$ cat src/design/memPkg.sv
`default_nettype none

package memPkg;

    localparam int ADDR_W = 32;
    localparam int WORD_W = 32;
    localparam int BYTE_W = 8;

    // access length in bytes, legal values 1, 2 and 4
    typedef logic [2:0] lenT;

    // byte stage within an access, 0 to 4
    typedef logic [2:0] stageT;

    typedef enum logic [1:0] {
        accIdle,
        accFetch,
        accLoad,
        accStore
    } accessE;

    typedef enum logic [1:0] {
        ownerNone  = 2'd0,
        ownerData  = 2'd1,
        ownerFetch = 2'd2
    } busOwnerE;

    typedef enum logic {
        memRead  = 1'b0,
        memWrite = 1'b1
    } memOpE;

endpackage

`default_nettype wire

$ cat src/design/accessSequencer.sv
`default_nettype none

module accessSequencer (
    input  wire logic             clk,
    input  wire logic             rst,
    input  wire logic             rdy,
    input  wire logic             ioBufferFull,
    input  wire logic             fetchEn,
    input  wire logic             dataEn,
    input  wire logic             dataStore,
    input  wire memPkg::lenT      dataLen,
    output memPkg::accessE        state,
    output memPkg::stageT         stage,
    output logic                  accept,
    output logic                  stall,
    output logic                  fetchDone,
    output logic                  dataDone,
    output memPkg::busOwnerE      busOwner
);

    import memPkg::*;

    accessE stateQ;
    accessE reqState;
    stageT  stageQ;
    stageT  lastStage;
    lenT    lenQ;
    lenT    effLen;
    logic   done;

    assign stall = ~rdy | ioBufferFull;

    // arbitration only from idle, data port has priority
    assign accept = (stateQ == accIdle) && !stall && (fetchEn || dataEn);

    always_comb begin
        if (dataEn) begin
            reqState = dataStore ? accStore : accLoad;
        end else begin
            reqState = accFetch;
        end
    end

    // the accept cycle already counts as stage 0 of the new access
    assign state  = accept ? reqState : stateQ;
    assign stage  = stageQ;
    assign effLen = accept ? dataLen : lenQ;

    always_comb begin
        case (state)
            accFetch: lastStage = 3'd4;
            accLoad:  lastStage = effLen;
            accStore: lastStage = effLen - 3'd1;
            default:  lastStage = 3'd0;
        endcase
    end

    assign done      = !stall && (state != accIdle) && (stage == lastStage);
    assign fetchDone = done && (state == accFetch);
    assign dataDone  = done && ((state == accLoad) || (state == accStore));

    always_comb begin
        case (state)
            accFetch:         busOwner = ownerFetch;
            accLoad, accStore: busOwner = ownerData;
            default:          busOwner = ownerNone;
        endcase
    end

    always_ff @(posedge clk) begin
        if (rst) begin
            stateQ <= accIdle;
            stageQ <= 3'd0;
            lenQ   <= 3'd4;
        end else if (!stall) begin
            if (accept) begin
                lenQ <= dataLen;
            end
            if (done) begin
                stateQ <= accIdle;
                stageQ <= 3'd0;
            end else if (state != accIdle) begin
                stateQ <= state;
                stageQ <= stage + 3'd1;
            end
        end
    end

    // one client finishes at a time
    assert property (@(posedge clk) disable iff (rst)
        !(fetchDone && dataDone));

    // a frozen cycle never completes an access
    assert property (@(posedge clk) disable iff (rst)
        stall |-> !(fetchDone || dataDone));

endmodule

`default_nettype wire

$ cat src/design/readAssembler.sv
`default_nettype none

module readAssembler (
    input  wire logic                        clk,
    input  wire logic                        rst,
    input  wire memPkg::accessE              state,
    input  wire memPkg::stageT               stage,
    input  wire logic                        stall,
    input  wire memPkg::lenT                 dataLen,
    input  wire logic [memPkg::BYTE_W-1:0]   memDin,
    output logic [memPkg::WORD_W-1:0]        fetchInst,
    output logic [memPkg::WORD_W-1:0]        dataRdata
);

    import memPkg::*;

    logic [3*BYTE_W-1:0] holdQ;
    logic [WORD_W-1:0]   assembled;
    logic [1:0]          lane;
    lenT                 lenQ;
    logic                reading;

    assign reading = (state == accFetch) || (state == accLoad);

    // memDin carries the byte addressed one stage earlier
    assign lane = 2'(stage - 3'd1);

    always_ff @(posedge clk) begin
        if (rst) begin
            lenQ <= 3'd4;
        end else if (!stall && reading && stage == 3'd0) begin
            lenQ <= dataLen;
        end
    end

    always_ff @(posedge clk) begin
        if (!stall && reading) begin
            if (stage == 3'd0) begin
                holdQ <= '0;
            end else if (stage <= 3'd3) begin
                holdQ[BYTE_W*lane +: BYTE_W] <= memDin;
            end
        end
    end

    // lanes above the current one are still clear
    always_comb begin
        assembled = {{BYTE_W{1'b0}}, holdQ};
        if (stage != 3'd0) begin
            assembled[BYTE_W*lane +: BYTE_W] = memDin;
        end
    end

    assign fetchInst = (state == accFetch && stage == 3'd4) ? assembled : '0;
    assign dataRdata = (state == accLoad && stage == lenQ) ? assembled : '0;

    assert property (@(posedge clk) disable iff (rst)
        (state == accLoad && stage != 3'd0) |-> (lenQ inside {3'd1, 3'd2, 3'd4}));

endmodule

`default_nettype wire

$ cat src/design/ramPortDriver.sv
`default_nettype none

module ramPortDriver (
    input  wire logic                        clk,
    input  wire logic                        rst,
    input  wire logic                        accept,
    input  wire memPkg::accessE              state,
    input  wire memPkg::stageT               stage,
    input  wire logic                        stall,
    input  wire logic [memPkg::WORD_W-1:0]   fetchAddr,
    input  wire logic [memPkg::WORD_W-1:0]   dataAddr,
    input  wire logic [memPkg::WORD_W-1:0]   dataWdata,
    output logic [memPkg::ADDR_W-1:0]        memAddr,
    output memPkg::memOpE                    memWe,
    output logic [memPkg::BYTE_W-1:0]        memDout
);

    import memPkg::*;

    logic [ADDR_W-1:0] baseQ;
    logic [WORD_W-1:0] wdataQ;
    logic [ADDR_W-1:0] addrQ;
    logic [ADDR_W-1:0] base;
    logic [WORD_W-1:0] word;
    logic              writing;

    // stage 0 runs in the accept cycle, before the latches are loaded
    assign base = accept ? ((state == accFetch) ? fetchAddr : dataAddr) : baseQ;
    assign word = accept ? dataWdata : wdataQ;

    always_ff @(posedge clk) begin
        if (accept) begin
            baseQ  <= base;
            wdataQ <= dataWdata;
        end
    end

    // last address driven, kept so memDin stays valid across a stall
    always_ff @(posedge clk) begin
        if (rst) begin
            addrQ <= '0;
        end else begin
            addrQ <= memAddr;
        end
    end

    assign memAddr = stall ? addrQ : base + ADDR_W'(stage);

    assign writing = (state == accStore) && !stall;
    assign memWe   = writing ? memWrite : memRead;
    assign memDout = writing ? word[BYTE_W*stage[1:0] +: BYTE_W] : '0;

    assert property (@(posedge clk) disable iff (rst)
        (memWe == memWrite) |-> (state == accStore));

endmodule

`default_nettype wire

$ cat src/design/memCtrl.sv
`default_nettype none

module memCtrl (
    input  wire logic                        clk,
    input  wire logic                        rst,
    input  wire logic                        rdy,
    input  wire logic                        ioBufferFull,
    input  wire logic                        fetchEn,
    input  wire logic [memPkg::ADDR_W-1:0]   fetchAddr,
    input  wire logic                        dataEn,
    input  wire logic                        dataStore,
    input  wire memPkg::lenT                 dataLen,
    input  wire logic [memPkg::WORD_W-1:0]   dataWdata,
    input  wire logic [memPkg::ADDR_W-1:0]   dataAddr,
    input  wire logic [memPkg::BYTE_W-1:0]   memDin,
    output logic                             fetchDone,
    output logic [memPkg::WORD_W-1:0]        fetchInst,
    output logic                             dataDone,
    output logic [memPkg::WORD_W-1:0]        dataRdata,
    output memPkg::busOwnerE                 busOwner,
    output logic [memPkg::ADDR_W-1:0]        memAddr,
    output memPkg::memOpE                    memWe,
    output logic [memPkg::BYTE_W-1:0]        memDout
);

    import memPkg::*;

    accessE state;
    stageT  stage;
    logic   accept;
    logic   stall;

    accessSequencer seq_i (
        .clk          (clk),
        .rst          (rst),
        .rdy          (rdy),
        .ioBufferFull (ioBufferFull),
        .fetchEn      (fetchEn),
        .dataEn       (dataEn),
        .dataStore    (dataStore),
        .dataLen      (dataLen),
        .state        (state),
        .stage        (stage),
        .accept       (accept),
        .stall        (stall),
        .fetchDone    (fetchDone),
        .dataDone     (dataDone),
        .busOwner     (busOwner)
    );

    // byte collection for fetch and load results
    readAssembler asm_i (
        .clk       (clk),
        .rst       (rst),
        .state     (state),
        .stage     (stage),
        .stall     (stall),
        .dataLen   (dataLen),
        .memDin    (memDin),
        .fetchInst (fetchInst),
        .dataRdata (dataRdata)
    );

    ramPortDriver drv_i (
        .clk       (clk),
        .rst       (rst),
        .accept    (accept),
        .state     (state),
        .stage     (stage),
        .stall     (stall),
        .fetchAddr (fetchAddr),
        .dataAddr  (dataAddr),
        .dataWdata (dataWdata),
        .memAddr   (memAddr),
        .memWe     (memWe),
        .memDout   (memDout)
    );

endmodule

`default_nettype wire

$ cat config.mk
export PLATFORM = sky130hd
export DESIGN_NAME = memCtrl
export DESIGN_NICKNAME = d
export VERILOG_FILES = /design/src/design/memPkg.sv /design/src/design/accessSequencer.sv /design/src/design/readAssembler.sv /design/src/design/ramPortDriver.sv /design/src/design/memCtrl.sv
export SDC_FILE = /design/constraint.sdc
export NUM_CORES = 1
export LEC_CHECK = 0
export ABC_AREA = 0
export BUFFER_PORTS_ARGS = -buffer_cell sky130_fd_sc_hd__buf_2
export CORE_UTILIZATION = 50
export DETAILED_ROUTE_END_ITERATION = 16
export MAX_ROUTING_LAYER = met4
export PLACE_DENSITY = 0.76
export SLEW_MARGIN = 5
export SYNTH_ARGS = -nofsm -noshare
export SYNTH_HDL_FRONTEND = slang
export SYNTH_SLANG_ARGS = --single-unit
$ cat constraint.sdc
create_clock -name clk -period 10 [get_ports clk]
set_clock_uncertainty 0.1 [all_clocks]
set_input_delay 0 -clock clk [delete_from_list [all_inputs] [get_ports clk]]
set_output_delay 0 -clock clk [all_outputs]
set_load 0.05 [all_outputs]
==> results of run 1 <==
-- sequential cells by signal, indices dropped and copies added (netlist names) --
signal        flops
seq_i.stage       3
asm_i.holdQ      24
seq_i.lenQ        3
seq_i.stateQ      2
drv_i.baseQ      32
drv_i.addrQ      32
asm_i.lenQ        3
drv_i.wdataQ     32
-- stage by stage --
step | area, um2 | utilization
final | 10410 | 0.6770
after floorplan | 7969 | -
after detailed placement | 9193 | 0.5980
after CTS | 10400 | 0.6766
after global routing | 10410 | 0.6770
after global placement | 9193 | 0.5980
-- cells in the final DEF, fill, tap and decap left out, types with 22 or more instances in the layout --
cell / n
sky130_fd_sc_hd__o21ai_0: 28
sky130_fd_sc_hd__a21oi_1: 61
sky130_fd_sc_hd__edfxtp_1: 56
sky130_fd_sc_hd__mux2i_1: 31
sky130_fd_sc_hd__mux2_2: 22
sky130_fd_sc_hd__a211oi_1: 24
sky130_fd_sc_hd__a22oi_1: 26
sky130_fd_sc_hd__nor2b_1: 33
sky130_fd_sc_hd__dlygate4sd3_1: 61
sky130_fd_sc_hd__buf_2: 222
sky130_fd_sc_hd__nand2_1: 103
sky130_fd_sc_hd__dfxtp_1: 75
sky130_fd_sc_hd__nor2_1: 121
sky130_fd_sc_hd__inv_1: 24
-- power by group --
part | internal [uW] | switching, uW
Combinational | 111 | 182
Sequential | 603 | 14.7
Clock | 395 | 223
Total | 1110 | 420
-- worst min-delay path, stage by stage --
cell and delay (ps):
sky130_fd_sc_hd__buf_2 110, sky130_fd_sc_hd__mux2i_1 110, sky130_fd_sc_hd__o21ai_0 130
-- area by class of cell --
type                    instances  area share
flip-flops and latches        131      0.3059
multi-input cells             713      0.4283
clock inverters                 1   0.0004809
well taps                     211     0.02537
clock buffers                  31     0.05687
inverters                      25    0.009018
repair buffers                295      0.1741
-- path summary, 6_finish.rpt --
path / endpoint / depth (start not counted)
worst min register to register: drv_i.wdataQ[29] / 2
worst min-delay path: drv_i.baseQ[15] / 3
worst max-delay path: memAddr[20] / 19
worst max register to register: drv_i.addrQ[28] / 18
-- cells by family after synthesis --
group / after synthesis / share of synthesized area
AOI/OAI and AO/OA: 217 / 0.1817
xor gates and xnor gates: 19 / 0.02088
adders and majority gates: 17 / 0.02763
buffers and inverters: 91 / 0.04459
DFF: 131 / 0.3994
muxes: 53 / 0.07003
and+or+nand+nor: 407 / 0.2558
-- synthesized netlist by cell type, types with 4 or more instances --
| master | n | area, um2 |
|---|---|---|
| sky130_fd_sc_hd__nand3b_1 | 10 | 75.07 |
| sky130_fd_sc_hd__nor2_1 | 122 | 457.9 |
| sky130_fd_sc_hd__a21oi_1 | 61 | 305.3 |
| sky130_fd_sc_hd__mux2_2 | 22 | 247.7 |
| sky130_fd_sc_hd__nand4_1 | 11 | 68.82 |
| sky130_fd_sc_hd__nor2b_1 | 34 | 212.7 |
| sky130_fd_sc_hd__a211oi_1 | 24 | 180.2 |
| sky130_fd_sc_hd__inv_1 | 25 | 93.84 |
| sky130_fd_sc_hd__and2_1 | 11 | 68.82 |
| sky130_fd_sc_hd__nor3_1 | 13 | 65.06 |
| sky130_fd_sc_hd__nand4b_1 | 5 | 43.79 |
| sky130_fd_sc_hd__a31oi_1 | 14 | 87.58 |
| sky130_fd_sc_hd__and4_1 | 6 | 52.55 |
| sky130_fd_sc_hd__nand3_1 | 16 | 80.08 |
| sky130_fd_sc_hd__nand2b_1 | 20 | 125.1 |
| sky130_fd_sc_hd__nand2_1 | 104 | 390.4 |
| sky130_fd_sc_hd__edfxtp_1 | 56 | 1682 |
| sky130_fd_sc_hd__o211ai_1 | 19 | 142.6 |
| sky130_fd_sc_hd__o21ai_0 | 28 | 140.1 |
| sky130_fd_sc_hd__ha_1 | 16 | 200.2 |
| sky130_fd_sc_hd__clkbuf_1 | 48 | 180.2 |
| sky130_fd_sc_hd__nor4_1 | 19 | 118.9 |
| sky130_fd_sc_hd__or2_2 | 4 | 25.02 |
| sky130_fd_sc_hd__a22oi_1 | 26 | 195.2 |
| sky130_fd_sc_hd__a311oi_1 | 11 | 96.34 |
| sky130_fd_sc_hd__and3_1 | 12 | 75.07 |
| sky130_fd_sc_hd__buf_1 | 12 | 45.04 |
| sky130_fd_sc_hd__mux2i_1 | 31 | 310.3 |
| sky130_fd_sc_hd__xnor2_1 | 17 | 148.9 |
| sky130_fd_sc_hd__dfxtp_1 | 75 | 1501 |
| sky130_fd_sc_hd__or4_1 | 8 | 60.06 |
| sky130_fd_sc_hd__buf_2 | 5 | 25.02 |
-- metal layers --
layer	vias to the layer above	global-route usage	share of wire	wire length, um
met5	-	-	0	0
met4	0	0.1349	0.030	707
met3	60	0.04424	0.053	1258
met2	300	0.4862	0.49	11490
met1	3796	0.3692	0.43	10240
li1	3910	-	-	-
==> metrics.cfg, run 1 <==
[clocking]
numClockSinks=131
cts.hold.buffers_added=61
worst_skew_pair.late_latency_ps=430
cts_max_path_buffers=2
clock_tree.root_cell=sky130_fd_sc_hd__clkbuf_16
post-cts-setup-buffers=0
numCtsBuffers=17
worst_setup_hold_path_clk_slew_ps=60
clock_tree_from_tritoncts=built
ctsResizeCount=0
clock_tree.htree_level_count=4

[floorplanning]
placementRows=45
start_util=0.5184
ios=223
die_area_um2=16450
core_um2=15370
die_w_um=128.2
height_of_the_chip_um=128.2

[synth]
synthesis.nets=1066
synth.avg_cell_area_um2=8.523
synth_cell_types=63
synth-edff-count=56
ys.flop_type=sky130_fd_sc_hd__dfxtp_1
yosys_warnings=0
ys_ff_latch=131
mappedNetlistArea_um2=7969
yosysSeqAreaShare=0.3994
post_synth_inst_count=935
post_synth_arst_share=0

[global_route]
initial_antenna_violation_count=0
grt.total_usage=0.2996
number_of_global_route_vias_before_repair=7466
grt.overflow.total=0
grt_start_max_net_pins=88
grt_pass1_wl_um=37380

[place]
gp_congestion=0.9051
place_worst_setup_slack_ps=3591
place_inst=1314
port-buffer-count=222
detailedPlacementHpwl_um=15780

[worst_setup_path]
crit-reg2reg-launch=seq_i.stateQ[1]
critical_path_arrival_ps=7350
crit_family=buffers and inverters
critPathBufInv=7
timing.critical_path.slowest_stage_cell=sky130_fd_sc_hd__nor4_2
path_class=register to output port
critPathLaunch=seq_i.stateQ[1]
crit_required_ps=9900
critical_path.most_common_cell=sky130_fd_sc_hd__inv_1
r2r_slack_ps=3100
critPathLaunchType=register
critical_path.cell_chain=nor4b_2 > nand2_4 > inv_2 > a21oi_1 > inv_1 > ha_2 > buf_4 > mux2i_1 > dlygate4sd3_1 > o21ai_0 > ha_1 > inv_1 > fa_1 > inv_1 > a21oi_1 > nor4_2 > a211oi_1 > nor3_1 > buf_2
worst_path_largest_cell_delay_ps=1010
critical_path_sink_type=output port
critical_path.max_fanout=87

[route]
detail_routed_via_count_per_cell=5.733
drt_wl_total_um=23700
detail_route.iter0.violations=500
number_of_remaining_drc_errors=0
total_vias_in_the_final_route=8066
antenna_left=0
detail_route.wl_per_cell_um=16.84
drt_pre_antenna_iters=5

[layout]
areaGrowthSynthToFinish_pct=30.59
seq_area_um2=3183
fraction_of_layout_instances_using_a_drive_strength_above_1=0.2517
multi_input_comb_area_um2=4457
finish.net_count=1314
instances_no_fill=1407
antennaDiodeCount=0
fillerInstances=1290

[sta]
timing.final.crit_share=0.7447
rsz0062_at_grt=false
achievable-frequency_mhz=134.3
finalHoldViolCount=0
fin_crit_ps=7447
worst_hold_slack_ps=13.53
worst_slew_pin_slew_ps=1256
slew-limit-headroom=0.1615
tns_ps=0
worst_slack_ps=2553
setup_viol=0
timing.final.max_slew_violations=0

[power_and_ir_drop]
irDropWorstVdd_mv=0.1087
static-leakage-power_uw=0.004462
report.power.total_uw=1529
power-per-cell-area_nw_per_um2=146.9

[run]
drv.max_cap_violation_count=0

[hold_path]
worstHoldPathType=input pin to register
worstHoldStart=dataAddr[15]

[outcome]
outcome=finished clean

Power figures use the tool's default switching activity.
==> run 2, diff against run 1 <==
==> constraint.sdc (replaced) <==
create_clock -name clk -period 7.09 [get_ports clk]
set_clock_uncertainty 0.1 [all_clocks]
set_input_delay 0 -clock clk [delete_from_list [all_inputs] [get_ports clk]]
set_output_delay 0 -clock clk [all_outputs]
set_load 0.05 [all_outputs]
==> metrics.cfg, run 2 (synthesis results as in run 1) <==
[sta]
slew-limit-headroom=0.1400  ; -0.02154
worst_slew_pin_slew_ps=1278  ; +21.88 ps
timing.final.crit_share=0.9035
timing.final.max_slew_violations=0  ; unchanged
tns_ps=0  ; unchanged
achievable-frequency_mhz=156.1
setup_viol=0  ; unchanged
fin_crit_ps=6406
finalHoldViolCount=0  ; unchanged
rsz0062_at_grt=false
worst_slack_ps=683.8  ; -1869 ps

[power_and_ir_drop]
static-leakage-power_uw=0.004442  ; -0.46%
power-per-cell-area_nw_per_um2=204.1  ; +39%
irDropWorstVdd_mv=0.1669  ; +54%

[worst_setup_path]
crit_required_ps=6990  ; -2910 ps
ff2ff_path_depth=18  ; unchanged
critical_path_arrival_ps=6310  ; -1040 ps
critical_path.max_fanout=31  ; -64%
path_class=register to output port
critPathLaunchType=register
critical_path_sink_type=output port

[clocking]
clock_tree_from_tritoncts=built
worst_setup_hold_path_clk_slew_ps=60  ; about the same
numClockSinks=131  ; unchanged
clock_tree.root_cell=sky130_fd_sc_hd__clkbuf_16
numCtsBuffers=17  ; unchanged
post-cts-setup-buffers=0  ; unchanged
worst_skew_pair.late_latency_ps=420  ; about the same
clock_tree.htree_level_count=4  ; unchanged
cts_max_path_buffers=2  ; unchanged

[floorplanning]
die_w_um=128.2  ; unchanged
start_util=0.5184  ; unchanged
ios=223  ; unchanged
die_area_um2=16450  ; unchanged
height_of_the_chip_um=128.2  ; unchanged
placementRows=45  ; unchanged
core_um2=15370  ; unchanged

[place]
detailedPlacementHpwl_um=15630  ; -0.91%
port-buffer-count=222  ; unchanged
gp_congestion=0.8793  ; -2.9%
place_worst_setup_slack_ps=1504  ; -2088 ps

[route]
detail_route.wl_per_cell_um=16.71  ; -0.79%
drt_wl_total_um=23410  ; -1.2%
number_of_remaining_drc_errors=0  ; unchanged
detail_route.iter0.violations=546  ; +9.2%
drt_pre_antenna_iters=5  ; unchanged
antenna_left=0  ; unchanged
detail_routed_via_count_per_cell=5.762  ; +0.52%
total_vias_in_the_final_route=8073  ; +0.087%

[global_route]
grt.total_usage=0.2957  ; -0.003829
grt_start_max_net_pins=87  ; -1.1%
number_of_global_route_vias_before_repair=7535  ; +0.92%
grt.overflow.total=0  ; unchanged
grt_pass1_wl_um=37140  ; -0.65%
initial_antenna_violation_count=0  ; unchanged

[run]
drv.max_cap_violation_count=0  ; unchanged

[outcome]
outcome=finished clean

[hold_path]
worstHoldPathType=input pin to register
hold_depth=4  ; +1

[layout]
fraction_of_layout_instances_using_a_drive_strength_above_1=0.2521  ; +0.0004286
finish.net_count=1308  ; -0.46%
mostFrequentLayoutCells=221 x sky130_fd_sc_hd__buf_2, 121 x sky130_fd_sc_hd__nor2_1, 103 x sky130_fd_sc_hd__nand2_1
largest_registers=drv_i.addrQ x32, drv_i.baseQ x32, drv_i.wdataQ x32
areaGrowthSynthToFinish_pct=29.78
layout.cells.most_common=sky130_fd_sc_hd__buf_2
fillerInstances=1297  ; +0.54%
antennaDiodeCount=0  ; unchanged

run 2: cell count changes in the layout (fill, tap and decap cells not counted), sizes merged:
cell         change
dlygate4sd3      -5
buf              -1
clkbuf           -2
inv              +1
clkinv           +1
run 2: final timing paths:
path	startpoint	to	slack, ps
setup / recovery	seq_i.stateQ[1]	memAddr[30]	680
hold / removal	rdy	seq_i.stateQ[0]	9
hold reg to reg	drv_i.wdataQ[12]	drv_i.wdataQ[12]	350
setup reg to reg	seq_i.stateQ[1]	drv_i.addrQ[30]	1330
run 2: through the flow:
step / power [uW] / std cells / util / instance area (um2) / hold WS (ps)
CTS: 2113 / 1401 / 0.6713 / 10320 / 0.2464
finish: 2111 / 1401 / 0.6729 / 10340 / 9.062
detailed placement: 1265 / 1313 / 0.5985 / 9200 / 118.4
floorplan: 1150 / 935 / - / 7969 / 17.86
global route: 2189 / 1401 / 0.6729 / 10340 / 29.37
global placement: 1257 / 1313 / 0.5985 / 9200 / 111.2
run 2: area by class of cell:
| class | count | area (um2) | share of cell area |
|---|---|---|---|
| Multi-Input combinational cell | 713 | 4474 | 0.4326 |
| Sequential cell | 131 | 3183 | 0.3078 |
| Timing Repair Buffer | 289 | 1769 | 0.1711 |
| Clock buffer | 29 | 541.8 | 0.05238 |
| Tap cell | 211 | 264.0 | 0.02553 |
| Inverter | 25 | 93.84 | 0.009073 |
| Clock inverter | 3 | 16.27 | 0.001573 |
run 2: worst max-delay path: stages, from the launching register on:
cell                            delay [ps]
sky130_fd_sc_hd__dfxtp_1               350
sky130_fd_sc_hd__nor4b_4               520
sky130_fd_sc_hd__buf_4                 240
sky130_fd_sc_hd__nand2_4                50
sky130_fd_sc_hd__inv_2                  60
sky130_fd_sc_hd__a21oi_1               150
sky130_fd_sc_hd__inv_1                 120
sky130_fd_sc_hd__ha_2                  630
sky130_fd_sc_hd__mux2i_1               150
sky130_fd_sc_hd__dlygate4sd3_1         580
sky130_fd_sc_hd__o21ai_0               260
sky130_fd_sc_hd__ha_1                  230
sky130_fd_sc_hd__inv_1                  50
sky130_fd_sc_hd__fa_1                  390
sky130_fd_sc_hd__inv_1                  70
sky130_fd_sc_hd__a21oi_1               230
sky130_fd_sc_hd__or4_1                 700
sky130_fd_sc_hd__or4_1                 530
sky130_fd_sc_hd__a31oi_1               260
sky130_fd_sc_hd__buf_2                 310
run 2: routing by layer:
metal  vias to the layer above  part of all wire  wire length [um]  GRT usage
met5                         -                 0                 0          -
met2                       346              0.49             11370     0.4909
met1                      3757              0.43             10080     0.3614
li1                       3912                 -                 -          -
met3                        58             0.055              1279    0.04132
met4                         0             0.029               680     0.1211
run 2: repair_timing:
item	4_1_cts	5_1_grt
endpoints found under the setup margin	0	4
hold buffers	56	0
endpoints found under the hold margin	69	0
gates resized for setup	0	2
run 2: power breakdown:
group	switching, uW	internal, uW	leakage [uW]
sequential	19.9	850	0.00114
clock	315	514	0.000277
combinational	255	157	0.00302
total	590	1520	0.00444
==> run 3, diff against run 2 <==
--- a/config.mk
+++ b/config.mk
@@ -7,10 +7,13 @@
 export LEC_CHECK = 0
 export ABC_AREA = 0
 export BUFFER_PORTS_ARGS = -buffer_cell sky130_fd_sc_hd__buf_2
-export CORE_UTILIZATION = 50
+export CELL_PAD_IN_SITES_DETAIL_PLACEMENT = 0
+export CELL_PAD_IN_SITES_GLOBAL_PLACEMENT = 1
+export CORE_MARGIN = 3
+export CORE_UTILIZATION = 39
 export DETAILED_ROUTE_END_ITERATION = 16
 export MAX_ROUTING_LAYER = met4
-export PLACE_DENSITY = 0.76
+export PLACE_DENSITY = 0.8
 export SLEW_MARGIN = 5
 export SYNTH_ARGS = -nofsm -noshare
 export SYNTH_HDL_FRONTEND = slang
==> metrics.cfg, run 3 (synthesis results as in run 1) <==
[layout]
largest_registers=drv_i.addrQ x32, drv_i.baseQ x32, drv_i.wdataQ x32
instances_no_fill=1462  ; +4.4%
mostFrequentLayoutCells=220 x sky130_fd_sc_hd__buf_2, 121 x sky130_fd_sc_hd__nor2_1, 103 x sky130_fd_sc_hd__nand2_1
fraction_of_layout_instances_using_a_drive_strength_above_1=0.2559  ; +0.003752
finish.net_count=1314  ; +0.46%
layout.cells.most_common=sky130_fd_sc_hd__buf_2
fillerInstances=1907  ; +47%
final_area_um2=10460  ; +1.2%
areaGrowthSynthToFinish_pct=31.31

[clocking]
worst_setup_hold_path_clk_slew_ps=60  ; about the same
cts_max_path_buffers=2  ; unchanged
ctsResizeCount=0  ; unchanged
clock_tree.htree_level_count=4  ; unchanged
worst_skew_pair.late_latency_ps=410  ; about the same
numCtsBuffers=17  ; unchanged
numClockSinks=131  ; unchanged
post-cts-setup-buffers=0  ; unchanged
cts.hold.buffers_added=59  ; +5.4%
clock_tree.root_cell=sky130_fd_sc_hd__clkbuf_16
clock_tree_from_tritoncts=built

[power_and_ir_drop]
p_comb_frac=0.197  ; +0.002
reg_power_frac=0.411  ; about the same
internal_power_uw=1515  ; -0.42%
static-leakage-power_uw=0.004461  ; +0.42%
switching_share=0.2845  ; +0.005023
p_clk_frac=0.393  ; about the same
report.power.total_uw=2117  ; +0.28%
switching_power_uw=602.1  ; +2.1%
power-per-cell-area_nw_per_um2=202.3  ; -0.88%
irDropWorstVdd_mv=0.1603  ; -4.0%

[sta]
slew-limit-headroom=0.1625  ; +0.02253
fin_crit_ps=6141  ; -265.0 ps
rsz0062_at_grt=false
achievable-frequency_mhz=162.8  ; +4.3%
timing.final.max_slew_violations=0  ; unchanged
timing.final.crit_share=0.8662  ; -0.03738
worst_hold_slack_ps=22.82  ; +13.75 ps
finalHoldViolCount=0  ; unchanged
tns_ps=0  ; unchanged
setup_viol=0  ; unchanged
worst_slew_pin_slew_ps=1245  ; -33.48 ps

[hold_path]
worstHoldPathType=input pin to register

[route]
drt-met1-wl_um=11340  ; +13%
antenna_left=0  ; unchanged
drt_wl_total_um=24920  ; +6.5%
detail_routed_via_count_per_cell=5.430  ; -5.8%
detail_route.wl_per_cell_um=17.05  ; +2.0%
number_of_remaining_drc_errors=0  ; unchanged
wl_met3_um=1348  ; +5.4%
total_vias_in_the_final_route=7938  ; -1.7%
top_layer=met4
drt_pre_antenna_iters=5  ; unchanged
detail_route.iter0.violations=459  ; -16%
detailroute.wirelength.met2_um=12030  ; +5.8%

[worst_setup_path]
critPathLaunchType=register
critical_path_arrival_ps=6040  ; -270 ps
critical_path.max_fanout=22  ; -29%
critical_path_sink_type=output port
path_class=register to output port
critical_path.cell_chain=nor4b_2 > buf_4 > a21oi_1 > ha_2 > mux2i_1 > dlygate4sd3_1 > o21ai_0 > ha_1 > inv_1 > fa_1 > inv_1 > a21oi_1 > nor4_2 > a211oi_1 > nor3_1 > buf_2
timing.critical_path.slowest_stage_cell=sky130_fd_sc_hd__nor4_2
crit_required_ps=6990  ; about the same
worst_path_largest_cell_delay_ps=1010  ; +310 ps

[floorplanning]
ios=223  ; unchanged
start_util=0.4028  ; -0.1156
core_um2=19780  ; +29%
die_w_um=148.9  ; +16%
height_of_the_chip_um=148.9  ; +16%
die_area_um2=22180  ; +35%
placementRows=51  ; +13%

[global_route]
number_of_global_route_vias_before_repair=7701  ; +2.2%
initial_antenna_violation_count=1  ; +1
grt.total_usage=0.2287  ; -0.06700
grt.overflow.total=0  ; unchanged
grt_pass1_wl_um=39690  ; +6.9%
grt_start_max_net_pins=87  ; unchanged

[outcome]
outcome=finished clean

[place]
detailed_place.area_um2=9305  ; +1.1%
place_inst=1370  ; +4.3%
detailedPlacementHpwl_um=17340  ; +11%
port-buffer-count=222  ; unchanged
gp_congestion=0.8425  ; -4.2%

[run]
drv.max_cap_violation_count=0  ; unchanged

[run 3: cell types whose count changed in the layout (fill, tap and decap cells not counted), sizes merged]
cell,change
buf,+3
clkbuf,-4
clkinv,+2
diode,+1
dlygate4sd3,+3
inv,+2
[run 3: power groups by stage]
| stage | clock (uW) | combinational (uW) | sequential (uW) |
|---|---|---|---|
| final | 831 | 416 | 870 |
| after global routing | 883 | 456 | 875 |
| after CTS | 848 | 416 | 869 |
| after detailed placement | 0 | 387 | 885 |
| after global placement | 0 | 385 | 883 |
| after floorplan | 0 | 272 | 878 |
[run 3: per-layer routing]
metal,vias up,global-route usage
li1,3914,-
met4,0,0.05721
met3,15,0.03798
met1,3737,0.3066
met2,272,0.3637
met5,-,-
[run 3: worst paths after layout]
kind              slack [ps]               end  cells past startpoint              from
setup / recovery         950       memAddr[20]                     16   seq_i.stateQ[1]
hold / removal            20   seq_i.stateQ[0]                      4               rdy
setup reg to reg        1510   drv_i.addrQ[26]                     15   seq_i.stateQ[1]
hold reg to reg          350  drv_i.wdataQ[24]                      2  drv_i.wdataQ[24]
[run 3: worst max-delay path, delay by kind of cell (launching register included)]
family,cells,cell delay [ps]
compound gates,4,870
fa+ha+maj,3,1030
buf+inv,5,1280
flops,1,340
mux,1,170
simple gates,3,1950
[run 3: layout make-up]
type | count | area (um2) | area share
Timing Repair Buffer | 295 | 1837 | 0.1755
Multi-Input combinational cell | 713 | 4457 | 0.4259
Tap cell | 265 | 331.6 | 0.03169
Inverter | 25 | 93.84 | 0.008968
Antenna cell | 1 | 2.502 | 0.0002391
Sequential cell | 131 | 3183 | 0.3042
Clock buffer | 25 | 516.7 | 0.04938
Clock inverter | 7 | 42.54 | 0.004066
[run 3: through the flow]
step                      setup WS [ps]  utilization
final                             948.9       0.5290
after global routing              514.7       0.5290
after CTS                         983.5       0.5285
after detailed placement           1935       0.4704
after global placement             2099       0.4704
after floorplan                   843.7            -
